<file path="config.mk">
export PLATFORM = sky130hd
export DESIGN_NAME = trace_capture_top
export DESIGN_NICKNAME = d
export VERILOG_FILES = /design/src/verilog/trace_cfg_pkg.sv /design/src/verilog/capture_fmt_pkg.sv /design/src/verilog/trace_capture_top.sv /design/src/verilog/record_packer.sv /design/src/verilog/capture_timer.sv /design/src/verilog/capture_fsm.sv /design/src/verilog/trace_pattern_matcher.sv
export SDC_FILE = /design/constraint.sdc
export NUM_CORES = 1
export LEC_CHECK = 0
export ABC_CLOCK_PERIOD_IN_PS = 7400
export BUFFER_PORTS_ARGS = -buffer_cell sky130_fd_sc_hd__buf_2
export CAP_MARGIN = 20
export CORE_AREA = 4 4 128 130
export DETAILED_ROUTE_END_ITERATION = 7
export DIE_AREA = 0 0 132 134
export PLACE_DENSITY = 0.77
export SLEW_MARGIN = 40
export SYNTH_ARGS = -nofsm -noshare
export SYNTH_HDL_FRONTEND = slang
export SYNTH_SLANG_ARGS = --single-unit
</file>
<file path="constraint.sdc">
create_clock -name fe_clk -period 7.4 [get_ports fe_clk]
set_input_delay 1.48 -clock fe_clk [delete_from_list [all_inputs] [get_ports fe_clk]]
set_output_delay 1.48 -clock fe_clk [all_outputs]
set_load 0.02 [all_outputs]
</file>
<file path="src/verilog/trace_cfg_pkg.sv">
// ==========================================================================
// Trace window and match rule definitions for the fe_clk front end.
// The newest trace byte always sits in bits 7:0 of the window.
// Rule 0 is the low slice of every per-rule array.
// ==========================================================================

`default_nettype none

package trace_cfg_pkg;

  localparam int WINDOW_BYTES = 4;   // window depth in bytes
  localparam int NUM_RULES    = 4;
  localparam int COUNT_W      = 8;   // per-rule count, saturating

  // one trace byte per fe_clk cycle
  typedef logic [7:0] trace_byte_t;

  // shift window, oldest byte at the top
  typedef logic [8*WINDOW_BYTES-1:0] window_t;

  typedef logic [NUM_RULES-1:0] rule_vec_t;   // one bit per rule

  // patterns and masks, one window-wide word per rule
  typedef window_t [NUM_RULES-1:0] rule_words_t;

  typedef logic [COUNT_W-1:0] match_count_t;
  typedef match_count_t [NUM_RULES-1:0] match_counts_t;

endpackage

`default_nettype wire
</file>
<file path="src/verilog/capture_fmt_pkg.sv">
// ==========================================================================
// Capture record format and controller states.
// A record word is 18 bits: command 17:16, rule vector 15:12, time 11:0.
// Timestamps saturate at TS_MAX and never wrap.
// ==========================================================================

`default_nettype none

package capture_fmt_pkg;

  localparam int TS_W      = 12;
  localparam int CAP_LEN_W = 8;

  typedef logic [TS_W-1:0] timestamp_t;

  localparam timestamp_t TS_MAX = timestamp_t'(2**TS_W - 1);   // 4095

  typedef enum logic [1:0] {
    CMD_MATCH   = 2'd1,
    CMD_TRIGGER = 2'd2
  } record_cmd_t;

  typedef struct packed {
    record_cmd_t              cmd;     // 17:16
    trace_cfg_pkg::rule_vec_t rules;   // 15:12
    timestamp_t               ts;      // 11:0
  } record_word_t;

  typedef logic [CAP_LEN_W-1:0] cap_len_t;   // records per capture, 0 means 1

  typedef enum logic [1:0] {
    ST_IDLE      = 2'd0,
    ST_ARMED     = 2'd1,
    ST_CAPTURING = 2'd2
  } capture_state_t;

endpackage

`default_nettype wire

</file>
<file path="src/verilog/trace_capture_top.sv">
// ==========================================================================
// fe_clk trace capture front end, one trace byte per cycle.
// Fixed latency of 3 edges from sampling a byte to its FIFO write.
// Configuration inputs are expected to be static during a capture.
// fifo_full drops records, it never stalls the pipeline.
// ==========================================================================

`default_nettype none

module trace_capture_top (
  input  wire                               fe_clk,
  input  wire                               reset,
  input  wire trace_cfg_pkg::trace_byte_t   trace_data,
  input  wire trace_cfg_pkg::rule_words_t   pattern,
  input  wire trace_cfg_pkg::rule_words_t   mask,
  input  wire trace_cfg_pkg::rule_vec_t     rule_enable,
  input  wire trace_cfg_pkg::rule_vec_t     trig_enable,
  input  wire capture_fmt_pkg::cap_len_t    capture_len,
  input  wire                               arm,
  input  wire                               fifo_full,
  output capture_fmt_pkg::record_word_t     fifo_data,
  output logic                              fifo_wr,
  output logic                              trig_out,
  output logic                              capturing,
  output logic                              capture_done,
  output logic                              overflow,
  output trace_cfg_pkg::match_counts_t      match_counts
);

  import trace_cfg_pkg::*;
  import capture_fmt_pkg::*;

  rule_vec_t  match_vec;
  logic       record_due;
  logic       record_is_trigger;
  timestamp_t timestamp;
  logic       last_record;

  trace_pattern_matcher u_matcher (
    .fe_clk       (fe_clk),
    .reset        (reset),
    .trace_data   (trace_data),
    .pattern      (pattern),
    .mask         (mask),
    .rule_enable  (rule_enable),
    .arm          (arm),
    .match_vec    (match_vec),
    .match_counts (match_counts)
  );

  capture_fsm u_fsm (
    .fe_clk            (fe_clk),
    .reset             (reset),
    .arm               (arm),
    .match_vec         (match_vec),
    .trig_enable       (trig_enable),
    .last_record       (last_record),
    .record_due        (record_due),
    .record_is_trigger (record_is_trigger),
    .trig_out          (trig_out),
    .capturing         (capturing),
    .capture_done      (capture_done)
  );

  capture_timer u_timer (
    .fe_clk            (fe_clk),
    .reset             (reset),
    .record_due        (record_due),
    .record_is_trigger (record_is_trigger),
    .capture_len       (capture_len),
    .timestamp         (timestamp),
    .last_record       (last_record)
  );

  record_packer u_packer (
    .fe_clk            (fe_clk),
    .reset             (reset),
    .arm               (arm),
    .record_due        (record_due),
    .record_is_trigger (record_is_trigger),
    .match_vec         (match_vec),
    .timestamp         (timestamp),
    .fifo_full         (fifo_full),
    .fifo_data         (fifo_data),
    .fifo_wr           (fifo_wr),
    .overflow          (overflow)
  );

endmodule

`default_nettype wire

</file>
<file path="src/verilog/record_packer.sv">
// ==========================================================================
// Builds record words and writes them to the external FIFO.
// No stall: a record due while fifo_full is high is dropped.
// overflow is sticky until the next arm.
// ==========================================================================

`default_nettype none

module record_packer (
  input  wire                               fe_clk,
  input  wire                               reset,
  input  wire                               arm,
  input  wire                               record_due,
  input  wire                               record_is_trigger,
  input  wire trace_cfg_pkg::rule_vec_t     match_vec,
  input  wire capture_fmt_pkg::timestamp_t  timestamp,
  input  wire                               fifo_full,
  output capture_fmt_pkg::record_word_t     fifo_data,
  output logic                              fifo_wr,
  output logic                              overflow
);

  import capture_fmt_pkg::*;

  record_word_t word;

  always_comb begin
    word.rules = match_vec;
    if (record_is_trigger) begin
      word.cmd = CMD_TRIGGER;
      word.ts  = '0;          // trigger marks time zero
    end else begin
      word.cmd = CMD_MATCH;
      word.ts  = timestamp;
    end
  end

  always_ff @(posedge fe_clk) begin
    if (record_due && !fifo_full) begin
      fifo_data <= word;
    end
  end

  always_ff @(posedge fe_clk) begin
    if (reset) begin
      fifo_wr  <= 1'b0;
      overflow <= 1'b0;
    end else begin
      fifo_wr <= record_due && !fifo_full;
      if (record_due && fifo_full) begin
        overflow <= 1'b1;     // a new drop wins over arm
      end else if (arm) begin
        overflow <= 1'b0;
      end
    end
  end

endmodule

`default_nettype wire

</file>
<file path="src/verilog/capture_timer.sv">
// ==========================================================================
// Timestamp and record counters for one capture.
// The timestamp is the cycle count since the previous record, up to TS_MAX.
// A record dropped on fifo_full still restarts the time and still counts.
// ==========================================================================

`default_nettype none

module capture_timer (
  input  wire                             fe_clk,
  input  wire                             reset,
  input  wire                             record_due,
  input  wire                             record_is_trigger,
  input  wire capture_fmt_pkg::cap_len_t  capture_len,
  output capture_fmt_pkg::timestamp_t     timestamp,
  output logic                            last_record
);

  import capture_fmt_pkg::*;

  cap_len_t           rec_cnt;    // records so far in this capture
  cap_len_t           len_eff;
  logic [CAP_LEN_W:0] rec_next;   // count including the current record

  assign len_eff  = (capture_len == '0) ? cap_len_t'(1) : capture_len;
  assign rec_next = record_is_trigger ? {{CAP_LEN_W{1'b0}}, 1'b1}
                                      : {1'b0, rec_cnt} + 1'b1;

  assign last_record = (rec_next >= {1'b0, len_eff});

  always_ff @(posedge fe_clk) begin
    if (reset) begin
      timestamp <= '0;
      rec_cnt   <= '0;
    end else begin
      if (record_due) begin
        timestamp <= timestamp_t'(1);   // first cycle after the write
        rec_cnt   <= rec_next[CAP_LEN_W-1:0];
      end else if (timestamp != TS_MAX) begin
        timestamp <= timestamp + 1'b1;
      end
    end
  end

endmodule

`default_nettype wire

</file>
<file path="src/verilog/capture_fsm.sv">
// ==========================================================================
// Arm, trigger and capture control.
// record_due is combinational from the registered match vector.
// arm is only taken in idle; a trigger needs a match on an enabled trigger
// rule. The last record returns to idle and pulses capture_done.
// ==========================================================================

`default_nettype none

module capture_fsm (
  input  wire                             fe_clk,
  input  wire                             reset,
  input  wire                             arm,
  input  wire trace_cfg_pkg::rule_vec_t   match_vec,
  input  wire trace_cfg_pkg::rule_vec_t   trig_enable,
  input  wire                             last_record,
  output logic                            record_due,
  output logic                            record_is_trigger,
  output logic                            trig_out,
  output logic                            capturing,
  output logic                            capture_done
);

  import capture_fmt_pkg::*;

  capture_state_t state;
  capture_state_t state_next;
  logic           trig_hit;    // trigger record this cycle
  logic           match_hit;   // match record this cycle

  assign trig_hit  = (state == ST_ARMED) && (|(match_vec & trig_enable));
  assign match_hit = (state == ST_CAPTURING) && (|match_vec);

  assign record_due        = trig_hit || match_hit;
  assign record_is_trigger = trig_hit;
  assign capturing         = (state == ST_CAPTURING);

  always_comb begin
    state_next = state;
    case (state)
      ST_IDLE: begin
        if (arm) begin
          state_next = ST_ARMED;
        end
      end
      ST_ARMED: begin
        // capture_len of 1 ends on the trigger record itself
        if (trig_hit) begin
          state_next = last_record ? ST_IDLE : ST_CAPTURING;
        end
      end
      ST_CAPTURING: begin
        if (match_hit && last_record) begin
          state_next = ST_IDLE;
        end
      end
      default: begin
        state_next = ST_IDLE;
      end
    endcase
  end

  always_ff @(posedge fe_clk) begin
    if (reset) begin
      state        <= ST_IDLE;
      trig_out     <= 1'b0;
      capture_done <= 1'b0;
    end else begin
      state        <= state_next;
      trig_out     <= trig_hit;
      capture_done <= record_due && last_record;   // lines up with the last fifo_wr
    end
  end

endmodule

`default_nettype wire

</file>
<file path="src/verilog/trace_pattern_matcher.sv">
// ==========================================================================
// Byte window and masked pattern compare for all rules.
// match_vec is registered, one cycle after the byte enters the window.
// Counts saturate at all ones and are cleared by arm in any state.
// Mask bits of 0 are don't care; a disabled rule never matches.
// ==========================================================================

`default_nettype none

module trace_pattern_matcher (
  input  wire                               fe_clk,
  input  wire                               reset,
  input  wire trace_cfg_pkg::trace_byte_t   trace_data,
  input  wire trace_cfg_pkg::rule_words_t   pattern,
  input  wire trace_cfg_pkg::rule_words_t   mask,
  input  wire trace_cfg_pkg::rule_vec_t     rule_enable,
  input  wire                               arm,
  output trace_cfg_pkg::rule_vec_t          match_vec,
  output trace_cfg_pkg::match_counts_t      match_counts
);

  import trace_cfg_pkg::*;

  localparam int KEEP_W = 8*(WINDOW_BYTES-1);   // bytes that stay in the window

  window_t   window;
  rule_vec_t hit;      // compare on the current window

  // newest byte in at the bottom, oldest drops off the top
  always_ff @(posedge fe_clk) begin
    if (reset) begin
      window <= '0;
    end else begin
      window <= {window[KEEP_W-1:0], trace_data};
    end
  end

  always_comb begin
    for (int r = 0; r < NUM_RULES; r++) begin
      // only mask-1 bits take part in the compare
      hit[r] = rule_enable[r] && (((window ^ pattern[r]) & mask[r]) == '0);
    end
  end

  always_ff @(posedge fe_clk) begin
    if (reset) begin
      match_vec <= '0;
    end else begin
      match_vec <= hit;
    end
  end

  // counts follow the same compare as match_vec
  always_ff @(posedge fe_clk) begin
    if (reset || arm) begin
      match_counts <= '0;
    end else begin
      for (int r = 0; r < NUM_RULES; r++) begin
        if (hit[r] && (match_counts[r] != '1)) begin
          match_counts[r] <= match_count_t'(match_counts[r] + 1'b1);   // stops at max
        end
      end
    end
  end

endmodule

`default_nettype wire

</file>
==> results.cfg <==
[layout]
drive_gt1_share_pct = 34.8
nNetsFinal = 1354
syn_to_final_growth_pct = 31.7
final_util_pct = 57.7

[timing]
timing.fmax_mhz = 288
rsz0062_at_grt = no
slew_viol_final = 0
setup_violations = 0
tightest_slew_ns = 0.787
setup_tns_ns = 0
skew_ns = 0.00815
relSlewSlack_pct = 47.1
min_period_ns = 3.47
hold_violations = 0
period_share_pct = 46.9

[routing]
ant_nets = 0
drc = 0
wl_per_cell_um = 22.2
drt_iter0_drc = 516
wirelength_um = 27900
num_vias = 6756
first_pass_iters = 5
viasPerCell = 5.38

[worst_hold_path]
hp-start = u_fsm.state[1]$_SDFFE_PP0P_
hp-class = register to register
worstHoldEndpoint = u_fsm.state[0]$_SDFFE_PP0P_
hold_depth = 1

[critical_path]
cp.arrival_ns = 3.76
timing.rr.start = u_matcher.match_vec[2]$_SDFF_PP0_
start_kind = input pin
cp-end-kind = register
worstRegToRegCells = 11
crit_fanout = 20
reg2reg_to = u_fsm.state[1]$_SDFFE_PP0P_
r2r_slack_ns = 4.65
required_ns = 7.69
criticalPathCategory = input pin to register

[place]
hpwl_um = 23700
port_buffers = 338
place.gp.congestion = 0.962

[power]
irDropWorstVdd_v = 0.000120
switching_share_pct = 28.2
pwr-share-seq_pct = 47.4
p_comb_share_pct = 15.5
p_switching_mw = 0.382
leakage_nw = 4.32
p_int_mw = 0.976
power.density_nw_per_um2 = 155
pwr-share-clk_pct = 37.1

[floorplan]
core_um2 = 15100
start_util_pct = 43.8
dieArea_um2 = 17700
io_pins = 339
row_count = 45
die_y_um = 134
dieWidth_um = 132

[synth]
synth_top_family_by_area = simple AND/OR/NAND/NOR gates
syn_avg_cell_area_um2 = 8.90
synth-compound-area-share_pct = 12.7
syn-instance-count = 746
synth_fa_ha_area_share_pct = 2.64
synth_xor_area_share_pct = 19.3
syn-num-nets = 1044
async_flop_share_pct = 0
synth_top_area_share_pct = 28.3
synthSimpleGateAreaFrac_pct = 22.9
yosysWarnings = 0
synth_top_area_cell = dfxtp_1
synth-seq-cells = 112
synth_seq_area_share_pct = 36.5
ys_types = 51
synth_mux_area_share_pct = 2.56
synth_area_um2 = 6640
synth_flop_cell = dfxtp_1
synth_edf_count = 18
synth.area.top_cells = dfxtp_1, xor2_1, edfxtp_1

[cts]
clock-sinks = 112
cts_inserted_buffers = 9
postCtsSetupBuffers = 0
cts_tree = yes
clock_latency_ns = 0.36
cts_buffer_depth = 2
cts_hold_buffers = 0
htreeDepth = 3
cts.clk_slew.worst_paths_ns = 0.08
ctsResizeCount = 0
cts-root-buf = clkbuf_16

[global_routing]
antenna_found_initial = 16
grt_util_all_layers_pct = 30.7
grt_overflow = 0
grt_start_max_net_pins = 62
grt_pass1_vias = 6637
grt_pass1_wl_um = 40200

[outcome]
outcome = finished, final reports clean

[flow_run]
maxCapViolations = 0
state kept, by name (all words and copies together) (netlist names):
| name | count |
|---|---|
| u_matcher.match_counts | 32 |
| u_matcher.window | 32 |
| u_packer.fifo_data | 18 |
| u_timer.timestamp | 12 |
| u_timer.rec_cnt | 8 |
| u_matcher.match_vec | 4 |
| u_fsm.state | 2 |
| u_fsm.capture_done | 1 |
| u_fsm.trig_out | 1 |
| u_packer.fifo_wr | 1 |
| u_packer.overflow | 1 |
worst max-delay path: stages:
cell	delay (ns)
buf_2	0.08
a22o_1	0.12
a221oi_1	0.05
or3b_2	0.63
and2_1	0.24
ha_1	0.30
nor2b_1	0.13
o21ai_0	0.14
a21oi_1	0.09
o221ai_1	0.26
o211ai_1	0.13
a21oi_1	0.12
cell usage after synthesis (3+ instances only):
master	count
o21ai_0	11
a21oi_1	20
inv_1	12
buf_2	8
a31o_2	3
nand4_1	35
mux2i_1	17
a31oi_1	7
nor2_1	42
a22oi_1	58
and3_1	11
xor2_1	138
ha_1	14
edfxtp_1	18
xnor2_1	8
nand3_1	20
nand2b_1	3
nor4_1	4
a41o_1	4
and4_1	8
dfxtp_1	94
clkbuf_1	30
nor3_1	17
nand2_1	56
and2_1	15
nor2b_1	36
or3_1	24
cell usage in the layout, fill, tap and decap left out, drive strengths merged, types with 2 or more instances in the layout:
cell,n
a211oi,2
a21oi,20
a22o,2
a22oi,59
a31o,3
a31oi,7
a41o,4
a41oi,2
and2,15
and3,11
and4,8
buf,341
clkbuf,9
clkinv,4
dfxtp,94
diode,7
edfxtp,18
ha,14
inv,16
mux2i,17
nand2,56
nand2b,3
nand3,20
nand4,35
nor2,42
nor2b,36
nor3,19
nor4,4
o21a,2
o21ai,11
o31ai,2
or2,2
or3,25
xnor2,8
xor2,138
worst max path at each step:
stage | start | endpoint | slack (ns) | depth (start not counted)
2_1_floorplan | trig_enable[0] | u_fsm.state[1]$_SDFFE_PP0P_ | 3.66 | 13
3_3_place_gp | trig_enable[0] | u_fsm.state[1]$_SDFFE_PP0P_ | 3.57 | 12
3_5_place_dp | trig_enable[0] | u_fsm.state[1]$_SDFFE_PP0P_ | 3.52 | 12
4_1_cts | trig_enable[0] | u_fsm.state[1]$_SDFFE_PP0P_ | 3.92 | 12
5_1_grt | trig_enable[0] | u_fsm.state[1]$_SDFFE_PP0P_ | 3.69 | 12
6_report | trig_enable[0] | u_fsm.state[1]$_SDFFE_PP0P_ | 3.93 | 12
power by group through the flow:
stage / sequential [mW] / clock (mW) / combinational, mW
floorplan: 0.642 / 0 / 0.101
global placement: 0.657 / 0 / 0.206
finish: 0.644 / 0.505 / 0.210
detailed placement: 0.657 / 0 / 0.207
CTS: 0.643 / 0.516 / 0.209
global route: 0.644 / 0.541 / 0.230
area by class of cell:
type,instances,area [um^2]
antenna,7,17.5
clock buffer,9,225
clock inverter,7,93.8
fill,1426,6400
inverter,13,48.8
multi-input combinational,579,3990
sequential,112,2420
tap,188,235
timing repair buffer,341,1710
cells by family (layout without fill, tap and decap cells):
family	after synthesis	count (layout)
and+or+nand+nor	282	282
xor gates and xnor gates	146	146
AOI/OAI and AO/OA	120	120
DFF	112	112
buffers and inverters	55	370
muxes	17	17
adders and majority gates	14	14
other	0	7
routing by layer:
metal | vias to the layer above | wire [um] | GRT usage (%)
met5 | - | 71 | 0
met3 | 56 | 3080 | 12.0
li1 | 3275 | - | -
met1 | 3100 | 11100 | 37.9
met4 | 14 | 820 | 9.63
met2 | 311 | 12800 | 49.5
per-stage QoR:
| step | total power [mW] | setup slack (ns) | instance area [um^2] | hold WS [ns] | instances |
|---|---|---|---|---|---|
| after global placement | 0.863 | 3.57 | 8410 | 0.428 | 1233 |
| final | 1.36 | 3.93 | 8740 | 0.444 | 1256 |
| after floorplan | 0.743 | 3.66 | 6640 | 0.408 | 746 |
| after CTS | 1.37 | 3.92 | 8730 | 0.442 | 1249 |
| after global routing | 1.42 | 3.69 | 8740 | 0.462 | 1254 |
| after detailed placement | 0.864 | 3.52 | 8410 | 0.430 | 1233 |
(Power assumes the default switching activity.)
